[config.mk]
export PLATFORM = sky130hd
export DESIGN_NAME = controlUnit
export DESIGN_NICKNAME = d
export VERILOG_FILES = /design/src/rtl/ctrlPkg.sv /design/src/rtl/controlUnit.sv /design/src/rtl/controlWordGen.sv /design/src/rtl/stepSequencer.sv /design/src/rtl/instrDecoder.sv
export VERILOG_INCLUDE_DIRS = /design/src /design/src/rtl
export SDC_FILE = /design/constraint.sdc
export NUM_CORES = 1
export LEC_CHECK = 0
export BUFFER_PORTS_ARGS = -buffer_cell sky130_fd_sc_hd__buf_4
export CELL_PAD_IN_SITES_DETAIL_PLACEMENT = 0
export CELL_PAD_IN_SITES_GLOBAL_PLACEMENT = 1
export CORE_ASPECT_RATIO = 0.8
export CORE_MARGIN = 5
export CORE_UTILIZATION = 35
export CTS_BUF_LIST = sky130_fd_sc_hd__clkbuf_8
export DETAILED_ROUTE_END_ITERATION = 7
export MAX_ROUTING_LAYER = met4
export PLACE_DENSITY_LB_ADDON = 0.1
export SLEW_MARGIN = 10
export SYNTH_ARGS = -nofsm -noshare
export SYNTH_HDL_FRONTEND = slang
export SYNTH_HIERARCHICAL = 1
export SYNTH_SLANG_ARGS = --single-unit
[constraint.sdc]
create_clock -name CLK -period 1.9 [get_ports CLK]
set_input_delay 0.095 -clock CLK [delete_from_list [all_inputs] [get_ports CLK]]
set_output_delay 0.095 -clock CLK [all_outputs]
set_load 0.02 [all_outputs]
[src/rtl/ctrl_defines.svh]
`ifndef CTRL_DEFINES_SVH
`define CTRL_DEFINES_SVH

`define INSTR_W 16
`define OPCODE_W 4
`define FUNCT_W 3
`define SHAMT_W 6
`define SEL_W 2
`define CLASS_W 3

`define OP_RTYPE 4'b0000
`define OP_ADDI 4'b0001
`define OP_ANDI 4'b0010
`define OP_SLL 4'b0100
`define OP_SRL 4'b0101
`define OP_SRA 4'b0110
`define OP_BREQ 4'b1101
`define OP_BRNE 4'b1110
`define OP_JUMP 4'b1111

`define FUNCT_SLT 3'b101
`define FUNCT_MUL 3'b010 // Runs as a no-operation

`define ALU_ADD 3'b000
`define ALU_SUB 3'b001
`define ALU_AND 3'b100

`define SEL_REG 2'b00 // Datapath result register
`define SEL_ALT 2'b01
`define SEL_RF 2'b10
`define SEL_IMM 2'b11

`define PC_INC 2'b00
`define PC_JUMP 2'b01
`define PC_BRANCH 2'b10

`define CLASS_ALU 3'd0
`define CLASS_SLT 3'd1
`define CLASS_SHIFT 3'd2
`define CLASS_BRANCH 3'd3
`define CLASS_JUMP 3'd4
`define CLASS_NOP 3'd5

`endif
[src/rtl/ctrlPkg.sv]
`include "ctrl_defines.svh"

package ctrlPkg;

	typedef logic [`INSTR_W-1:0] instr_t;
	typedef logic [`FUNCT_W-1:0] aluOp_t; // Same encoding as the funct field
	typedef logic [`SHAMT_W-1:0] shamt_t;
	typedef logic [`SEL_W-1:0] sel_t;
	typedef logic [`CLASS_W-1:0] instClass_t;

	typedef enum logic [3:0]
	{
		IDLE,
		FETCH,
		EXEC1,
		EXEC2,
		EXEC3,
		EXEC4,
		EXEC5,
		SHIFTING,
		SHIFTDONE
	} seqState_t;

endpackage

[src/rtl/controlUnit.sv]
`timescale 1ns/1ps

module controlUnit
(
	input logic CLK,
	input logic reset,
	input ctrlPkg::instr_t instruction,
	input logic zFlag,
	input logic nFlag,
	output logic instrRegEn,
	output logic pcEn,
	output ctrlPkg::sel_t pcMuxSel,
	output ctrlPkg::sel_t aSel,
	output ctrlPkg::sel_t bSel,
	output logic immTypeSel,
	output logic loadA,
	output logic rfWriteEn,
	output logic shiftLeft,
	output logic shiftRight,
	output logic arithShift,
	output ctrlPkg::aluOp_t aluOp
);

	ctrlPkg::instClass_t instClass;
	ctrlPkg::aluOp_t aluFunct;
	ctrlPkg::shamt_t shamt;
	ctrlPkg::seqState_t state;

	instrDecoder u_instrDecoder
	(
		.instruction(instruction),
		.instClass(instClass),
		.aluFunct(aluFunct),
		.shamt(shamt)
	);

	stepSequencer u_stepSequencer
	(
		.CLK(CLK),
		.reset(reset),
		.instClass(instClass),
		.shamt(shamt),
		.state(state)
	);

	controlWordGen u_controlWordGen
	(
		.CLK(CLK),
		.reset(reset),
		.state(state),
		.instClass(instClass),
		.aluFunct(aluFunct),
		.instruction(instruction),
		.zFlag(zFlag),
		.nFlag(nFlag),
		.instrRegEn(instrRegEn),
		.pcEn(pcEn),
		.pcMuxSel(pcMuxSel),
		.aSel(aSel),
		.bSel(bSel),
		.immTypeSel(immTypeSel),
		.loadA(loadA),
		.rfWriteEn(rfWriteEn),
		.shiftLeft(shiftLeft),
		.shiftRight(shiftRight),
		.arithShift(arithShift),
		.aluOp(aluOp)
	);

endmodule

[src/rtl/controlWordGen.sv]
`timescale 1ns/1ps
`include "ctrl_defines.svh"

module controlWordGen
(
	input logic CLK,
	input logic reset,
	input ctrlPkg::seqState_t state,
	input ctrlPkg::instClass_t instClass,
	input ctrlPkg::aluOp_t aluFunct,
	input ctrlPkg::instr_t instruction,
	input logic zFlag,
	input logic nFlag,
	output logic instrRegEn,
	output logic pcEn,
	output ctrlPkg::sel_t pcMuxSel,
	output ctrlPkg::sel_t aSel,
	output ctrlPkg::sel_t bSel,
	output logic immTypeSel,
	output logic loadA,
	output logic rfWriteEn,
	output logic shiftLeft,
	output logic shiftRight,
	output logic arithShift,
	output ctrlPkg::aluOp_t aluOp
);

	logic [`OPCODE_W-1:0] opcode;
	logic immOperand;
	logic branchTaken;
	logic shifting;

	assign opcode = instruction[`INSTR_W-1 -: `OPCODE_W];
	assign immOperand = (opcode == `OP_ADDI) || (opcode == `OP_ANDI);
	assign shifting = (state == ctrlPkg::SHIFTING);

	assign shiftLeft = shifting && (opcode == `OP_SLL);
	assign shiftRight = shifting && (opcode == `OP_SRL || opcode == `OP_SRA);
	assign arithShift = shifting && (opcode == `OP_SRA);

	always_ff @(posedge CLK)
	begin
		if (reset)
			branchTaken <= 1'b0;
		else if (state == ctrlPkg::EXEC3 && instClass == `CLASS_BRANCH)
			branchTaken <= (opcode == `OP_BRNE) ? !zFlag : zFlag; // Compare result from EXEC2
	end

	always_comb
	begin
		instrRegEn = 1'b0;
		pcEn = 1'b0;
		pcMuxSel = `PC_INC;
		aSel = `SEL_RF;
		bSel = `SEL_RF;
		immTypeSel = 1'b0;
		loadA = 1'b0;
		rfWriteEn = 1'b0;
		aluOp = `ALU_ADD;
		if (state == ctrlPkg::FETCH)
		begin
			instrRegEn = 1'b1;
			pcEn = 1'b1;
		end
		else
		begin
			case (instClass)
				`CLASS_ALU:
				begin
					aluOp = aluFunct;
					bSel = immOperand ? `SEL_IMM : `SEL_RF;
					loadA = (state == ctrlPkg::EXEC1) || (state == ctrlPkg::EXEC2);
					rfWriteEn = (state == ctrlPkg::EXEC3);
				end
				`CLASS_SLT:
				begin
					aluOp = `ALU_SUB; // Sets nFlag in EXEC1
					if (state == ctrlPkg::EXEC2)
					begin
						loadA = 1'b1;
						aSel = `SEL_REG;
						bSel = nFlag ? `SEL_ALT : `SEL_REG;
						aluOp = nFlag ? aluFunct : `ALU_SUB;
					end
					rfWriteEn = (state == ctrlPkg::EXEC3);
				end
				`CLASS_SHIFT:
				begin
					bSel = `SEL_REG;
					loadA = (state == ctrlPkg::EXEC1);
					rfWriteEn = (state == ctrlPkg::SHIFTDONE);
				end
				`CLASS_BRANCH:
				begin
					aluOp = `ALU_SUB;
					immTypeSel = (state == ctrlPkg::EXEC1) || (state == ctrlPkg::EXEC2);
					if (state == ctrlPkg::EXEC3)
					begin
						// Branch target into A while the flag is latched
						aSel = `SEL_ALT;
						bSel = `SEL_IMM;
						aluOp = `ALU_ADD;
						loadA = 1'b1;
					end
					if (state == ctrlPkg::EXEC4)
					begin
						pcEn = branchTaken;
						pcMuxSel = branchTaken ? `PC_BRANCH : `PC_INC;
					end
				end
				`CLASS_JUMP:
				begin
					bSel = `SEL_IMM;
					if (state == ctrlPkg::EXEC2)
					begin
						pcEn = 1'b1;
						pcMuxSel = `PC_JUMP;
					end
				end
				default:
					aluOp = `ALU_ADD; // NOP, no enables
			endcase
		end
	end

endmodule

[src/rtl/stepSequencer.sv]
`timescale 1ns/1ps
`include "ctrl_defines.svh"

module stepSequencer
(
	input logic CLK,
	input logic reset,
	input ctrlPkg::instClass_t instClass,
	input ctrlPkg::shamt_t shamt,
	output ctrlPkg::seqState_t state
);

	ctrlPkg::seqState_t nextState;
	ctrlPkg::shamt_t shiftCnt;

	always_ff @(posedge CLK)
	begin
		if (reset)
			state <= ctrlPkg::IDLE;
		else
			state <= nextState;
	end

	// Shift countdown, loaded with the amount in EXEC1
	always_ff @(posedge CLK)
	begin
		if (reset)
			shiftCnt <= '0;
		else if (state == ctrlPkg::EXEC1 && instClass == `CLASS_SHIFT)
			shiftCnt <= shamt;
		else if (state == ctrlPkg::SHIFTING)
			shiftCnt <= shiftCnt - 1'b1;
	end

	always_comb
	begin
		nextState = state;
		case (state)
			ctrlPkg::IDLE:
				nextState = ctrlPkg::FETCH;
			ctrlPkg::FETCH:
				nextState = ctrlPkg::EXEC1;
			ctrlPkg::EXEC1:
			begin
				if (instClass == `CLASS_NOP)
					nextState = ctrlPkg::FETCH;
				else if (instClass == `CLASS_SHIFT)
					nextState = (shamt == '0) ? ctrlPkg::SHIFTDONE : ctrlPkg::SHIFTING;
				else
					nextState = ctrlPkg::EXEC2;
			end
			ctrlPkg::EXEC2:
				nextState = ctrlPkg::EXEC3;
			ctrlPkg::EXEC3:
			begin
				if (instClass == `CLASS_BRANCH)
					nextState = ctrlPkg::EXEC4;
				else
					nextState = ctrlPkg::FETCH; // ALU, SLT and JUMP end here
			end
			ctrlPkg::EXEC4:
				nextState = ctrlPkg::EXEC5;
			ctrlPkg::EXEC5:
				nextState = ctrlPkg::FETCH;
			ctrlPkg::SHIFTING:
			begin
				if (shiftCnt == 'd1) // Last shift cycle
					nextState = ctrlPkg::SHIFTDONE;
			end
			ctrlPkg::SHIFTDONE:
				nextState = ctrlPkg::FETCH;
			default:
				nextState = ctrlPkg::IDLE;
		endcase
	end

endmodule

[src/rtl/instrDecoder.sv]
`timescale 1ns/1ps
`include "ctrl_defines.svh"

module instrDecoder
(
	input ctrlPkg::instr_t instruction,
	output ctrlPkg::instClass_t instClass,
	output ctrlPkg::aluOp_t aluFunct,
	output ctrlPkg::shamt_t shamt
);

	logic [`OPCODE_W-1:0] opcode;
	logic [`FUNCT_W-1:0] funct;

	assign opcode = instruction[`INSTR_W-1 -: `OPCODE_W];
	assign funct = instruction[`FUNCT_W-1:0];
	assign shamt = instruction[`SHAMT_W-1:0];

	always_comb
	begin
		instClass = `CLASS_NOP; // Memory and unknown opcodes
		aluFunct = `ALU_ADD;
		case (opcode)
			`OP_RTYPE:
			begin
				aluFunct = funct;
				if (funct == `FUNCT_SLT)
					instClass = `CLASS_SLT;
				else if (funct != `FUNCT_MUL)
					instClass = `CLASS_ALU;
			end
			`OP_ADDI:
			begin
				instClass = `CLASS_ALU;
				aluFunct = `ALU_ADD;
			end
			`OP_ANDI:
			begin
				instClass = `CLASS_ALU;
				aluFunct = `ALU_AND;
			end
			`OP_SLL, `OP_SRL, `OP_SRA:
				instClass = `CLASS_SHIFT;
			`OP_BREQ, `OP_BRNE:
			begin
				instClass = `CLASS_BRANCH;
				aluFunct = `ALU_SUB; // Compare by subtraction
			end
			`OP_JUMP:
				instClass = `CLASS_JUMP;
			default:
				instClass = `CLASS_NOP;
		endcase
	end

endmodule

==> Word level (Yosys, flattened, before mapping) <==
Index checks and enable logic that the tools add are counted.
{ "totals": {"inputBits": 20, "reg_bits": 11, "output_inout_bits": 17} }
{ "classes": {"n_eq_ne": 25, "n_reduce_logical": 19, "n_mux": 45, "add_sub_neg": 1} }
{ "op_table": {"columns": ["cell", "count"], "rows": [
  ["4-bit by 3-bit equality test with 1-bit output, second input constant", 7],
  ["4-bit case mux with 7 select lines", 1],
  ["3-bit two-way mux", 6],
  ["3-bit case mux with 3 select lines", 2],
  ["4-bit equality test, second input constant", 4],
  ["2-bit two-way mux", 8],
  ["4-bit two-way mux", 4],
  ["1-bit two-way mux", 15],
  ["3-bit case mux with 5 select lines", 1],
  ["4-bit by 2-bit equality test with 1-bit output, second input constant", 3],
  ["6-bit two-way mux", 2],
  ["2-bit case mux with 5 select lines", 1],
  ["3-bit equality test, second input constant", 3],
  ["4-bit by 1-bit equality test with 1-bit output, second input constant", 2],
  ["4-bit logical NOT", 2],
  ["2-bit case mux with 2 select lines", 2],
  ["3-bit by 2-bit equality test with 1-bit output, second input constant", 2],
  ["6-bit by 1-bit equality test with 1-bit output, second input constant", 1],
  ["6-bit logical NOT", 1],
  ["2-bit OR reduction", 3],
  ["3-bit OR reduction", 2],
  ["6-bit by 1-bit subtractor with 6-bit output, second input constant", 1],
  ["1-bit logical AND", 5],
  ["1-bit case mux with 2 select lines", 2],
  ["other kinds (8)", 10]
]} }

==> Logic depth before layout (Yosys ltp) <==
{ "depth": {"depth_word": 8, "mapped_depth": 8} }

==> Hierarchy <==
Netlist, hierarchy kept.
{ "by_module_without_submodules": {"columns": ["mod", "area_each_um2", "seq_area_each_um2", "cells_each", "n_inst"], "rows": [
  ["stepSequencer", 655.6, 200.2, 78, 1],
  ["controlWordGen", 439.2, 20.0, 62, 1],
  ["instrDecoder", 196.4, 0.0, 31, 1]
]} }

==> Worst setup path before layout <==
OpenSTA, ideal clock, no wires.
{ "synth_path": {"kind": "input -> output", "start": "input instruction[13]", "end": "output pcEn", "stages": 7, "slack_ns": -0.054, "required_time_ns": 1.805, "arrival_time_ns": 1.859, "path_cell_list": "buf_6 -> or3_1 -> o21ai_1 -> clkbuf_1 -> nor2_1 -> and3_4 -> or3_1"} }
{ "synth_via": {"elab_chain_len": 6, "elab_cells_between_ends": 17, "classes_between": "eq/ne: 10; mux: 3; reduce/logical: 4"} }
{ "synth_rtl": {"columns": ["element", "line_no", "text"], "rows": [
  ["start: declaration", "controlUnit.sv:7", "input ctrlPkg::instr_t instruction,"],
  ["4-bit by 3-bit equality test with 1-bit output (tied with other cells)", "instrDecoder.sv:23", "case (opcode)"],
  ["3-bit OR reduction (tied with other cells)", "instrDecoder.sv:23", null],
  ["3-bit case mux with 5 select lines (*)", "instrDecoder.sv:23", null],
  ["named net instClass[0]", "controlUnit.sv:24", "ctrlPkg::instClass_t instClass;"],
  ["3-bit equality test / 3-bit by 2-bit equality test with 1-bit output (equally long branches)", "controlWordGen.sv:67", "case (instClass)"],
  ["1-bit case mux with 2 select lines (*)", "controlWordGen.sv:67", null],
  ["1-bit two-way mux (*)", "controlWordGen.sv:60", "if (state == ctrlPkg::FETCH)"],
  ["end: declaration", "controlUnit.sv:11", "output logic pcEn,"]
]} }
The timed path passes the listed nets; every way through them passes the cells marked *.

==> Final worst setup path <==
{ "layout_path": {"start": "register u_stepSequencer.state[3]", "end": "output aluOp[1]"} }
{ "layout_via": {"elab_chain_len": 4, "elab_cells_between_ends": 5, "classes_between": "eq/ne: 2; mux: 3"} }
{ "layout_rtl": {"columns": ["element", "line_no", "text"], "rows": [
  ["start: declaration", "stepSequencer.sv:10", "output ctrlPkg::seqState_t state"],
  ["start signal: assignment", "stepSequencer.sv:19", "state <= ctrlPkg::IDLE;"],
  ["start signal: assignment", "stepSequencer.sv:21", "state <= nextState;"],
  ["4-bit by 2-bit equality test with 1-bit output", "controlWordGen.sv:78", "if (state == ctrlPkg::EXEC2)"],
  ["3-bit two-way mux", "controlWordGen.sv:78", null],
  ["3-bit case mux with 3 select lines", "controlWordGen.sv:67", null],
  ["3-bit two-way mux (*)", "controlWordGen.sv:60", null],
  ["end: declaration", "controlUnit.sv:21", "output ctrlPkg::aluOp_t aluOp"]
]} }
Mark *: on every way between the ends. The rest lies on a longest branch, timed or not.

==> run summary <==
Initial Util: 0.3695
Clk slew on worst S/H paths: 50 ps
Vias: 1419
Yosys cell types: 56
Final period util: 0.9504
Pin count of the biggest net entering global routing: 14
Hold Crit Class: in2reg
Post-Syn Area: 0.001291 sq mm
# clock sinks: 11
R2R Path End: u_stepSequencer/state[3]$_SDFFE_PP0P_
R2R Setup Slk: 320 ps
Die area: 0.005012 sq mm
Wirelength per Cell: 15.23 microns
Filler cells: 377
Drt via density: 5.768
Setup Total Neg Slack: 0 ps
CP arrival: 1710 ps
RSZ-0062 raised after global routing: yes
Largest family of logic cells by synthesized area: simple AND/OR/NAND/NOR gates
Nets: 227
Min-delay src: reset
Number of port buffers: 30
Ys async rst share: 0
Multi-input logic area: 943.4 sq um
Setup ws final: 94.23 ps
FMAX: 0.5538 GHz
Pre-antenna DRT Iters: 5
First-pass GRT wire length: 6216 microns
Startpoint class of the critical path: flip-flop
Antenna fix cells: 0
Status: completed
Max_cap viols: 0
Synth warn: 6
CP endpoint kind: output pin
Post-synthesis compound-gate area fraction: 0.2616
Global route total overflow: 0
Post-Synth Simple-Gate Area: 0.4293
Hold path cells: 2
Synthesized flop and latch total: 11
Pwr dens: 485.4 mW/mm^2
Total Power: 0.7907 mW
Ports: 37
Total Wirelength: 3747 microns
Core Rows: 19
Synthesized area per cell: 7.551 sq um
Post-synthesis sequential area ratio: 0.1705
Hold Fails Final Rpt: 0
DRC violations left: 0
Seq. cell area: 227.7 sq um
Number of global-route vias before repair: 1331
Synth Instances: 171
Fin. max-slew vios: 0
Share of layout cells above drive strength 1: 0.3235
Setup Skew: 1.376 ps
Clock Path Buffers: 2
Critical path class: reg2out
Cells after DPL: 241
DIE HEIGHT: 64.33 microns
CTS H-tree depth: 1
Die X: 77.91 microns
Xor/xnor share of the synthesized area: 0.02035
Critical R2R Launch: u_stepSequencer/state[3]$_SDFFE_PP0P_
Antenna Nets Post-Route: 0
Slew @ Worst Pin: 412.2 ps
Initial antenna violation count: 0
Clk Latency, worst-skew pair: 240 ps
Routability congestion estimate: 0.7930
Max IR drop VDD: 0.2423 mV
R2R depth: 5
Critical Path Start: u_stepSequencer/state[3]$_SDFFE_PP0P_
Syn Nets: 193
Post-route insts no fill: 246
Pre-CTS setup slack: -5.030 ps
EDFF count, synth: 0
Post-synthesis adder-cell area fraction: 0.01938
Iteration-0 DRC Markers: 88
Gr usage total: 0.1523
Post-DP HPWL: 2857 microns
Clock tree root driver cell: clkbuf_8
CTS Buf Count: 3
Final setup vio count: 0
Multiplexer share of the synthesized area: 0
P&R area growth vs syn: 26.16%
Hold Path End: u_stepSequencer/shiftCnt[5]$_SDFFE_PP0P_
Leak: 0.6644 nW
Primary FF master, synth: dfxtp_1
Critical path fanouts, max: 9
Final Critical Period: 1806 ps
CTS tree: done
Core footprint: 0.003495 sq mm
Max-slew headroom: 0.7227
Critical path required time: 1800 ps
worst max path at each step:
stage                                                  endpoint  cells past startpoint  slack (ps)
after floorplan                                            pcEn                      7          30
final                                                  aluOp[1]                      4          90
after detailed placement  u_stepSequencer/state[3]$_SDFFE_PP0P_                      9          -5
after global routing                                   aluOp[1]                      4         -10
after global placement    u_stepSequencer/state[3]$_SDFFE_PP0P_                      9          60
after CTS                                              aluOp[2]                      4          30
cell families after synthesis:
group,Yosys count
simple gates,79
compound gates,53
buf+inv,23
flops,11
xor+xnor,3
fa+ha+maj,2
critical path, cell delays in order, from the launching register on:
cell and delay [ps]:
dfxtp_2 380, and4bb_4 400, nand2_1 110, a2111oi_2 370, buf_4 200
routing by layer:
metal,global-route usage,wire (microns),up-vias
li1,-,-,700
met1,0.2114,1861,669
met2,0.2240,1637,46
met3,0.03511,231,4
met4,0.03376,17,0
met5,-,0,-
power breakdown:
group | internal (mW) | total (mW) | switching (mW)
Combinational | 0.133 | 0.290 | 0.156
Clock | 0.143 | 0.239 | 0.0962
Sequential | 0.240 | 0.262 | 0.0220
Total | 0.516 | 0.791 | 0.275
final cells by class:
class,instances,area share
clock buffers,3,0.02535
multi-input cells,137,0.5791
repair buffers,44,0.2028
inverters,8,0.01843
flip-flops and latches,11,0.1398
clock inverters,1,0.002304
well taps,42,0.03226
registers in the layout, indices dropped and copies added, names as in the netlist:
signal,flops
u_stepSequencer/state,4
u_stepSequencer/shiftCnt,6
u_controlWordGen/branchTaken,1
cell usage in the layout, fill, tap and decap left out, drive strengths merged, types with 5 or more instances in the layout:
cell	netlist	layout
buf	12	44
a21oi	20	20
nor2	19	19
o21ai	11	11
dfxtp	11	11
inv	8	9
nand2	9	9
nor2b	5	5
nor4b	5	5
synth_stat cells, types with 3 or more instances:
cell / n / area [sq um]
a21oi_1: 20 / 100.1
nor2_1: 19 / 71.32
dfxtp_1: 11 / 220.2
nand2_1: 9 / 33.78
o21ai_0: 9 / 45.04
buf_4: 8 / 60.06
inv_1: 8 / 30.03
nor2b_1: 5 / 31.28
a31oi_1: 4 / 25.02
nand2b_1: 4 / 25.02
nand3_1: 4 / 20.02
a211oi_1: 3 / 22.52
buf_2: 3 / 15.01
clkbuf_1: 3 / 11.26
nor3b_1: 3 / 22.52
nor4_1: 3 / 18.77
metrics by stage:
step	cell area, sq um	hold slack [ps]	utilization
2_1_floorplan	1292	167.8	-
3_3_place_gp	1569	382.3	0.4490
3_5_place_dp	1569	378.9	0.4490
4_1_cts	1617	120.6	0.4626
5_1_grt	1629	131.6	0.4662
6_report	1629	129.1	0.4662
timing repair:
action                                  in CTS  in global routing
hold buffers                                 0                  0
resized for setup                            2                  3
endpoints found under the setup margin       2                  3
setup buffers                                0                  1
pin swaps                                    0                  2
Power figures use the tool's default switching activity.
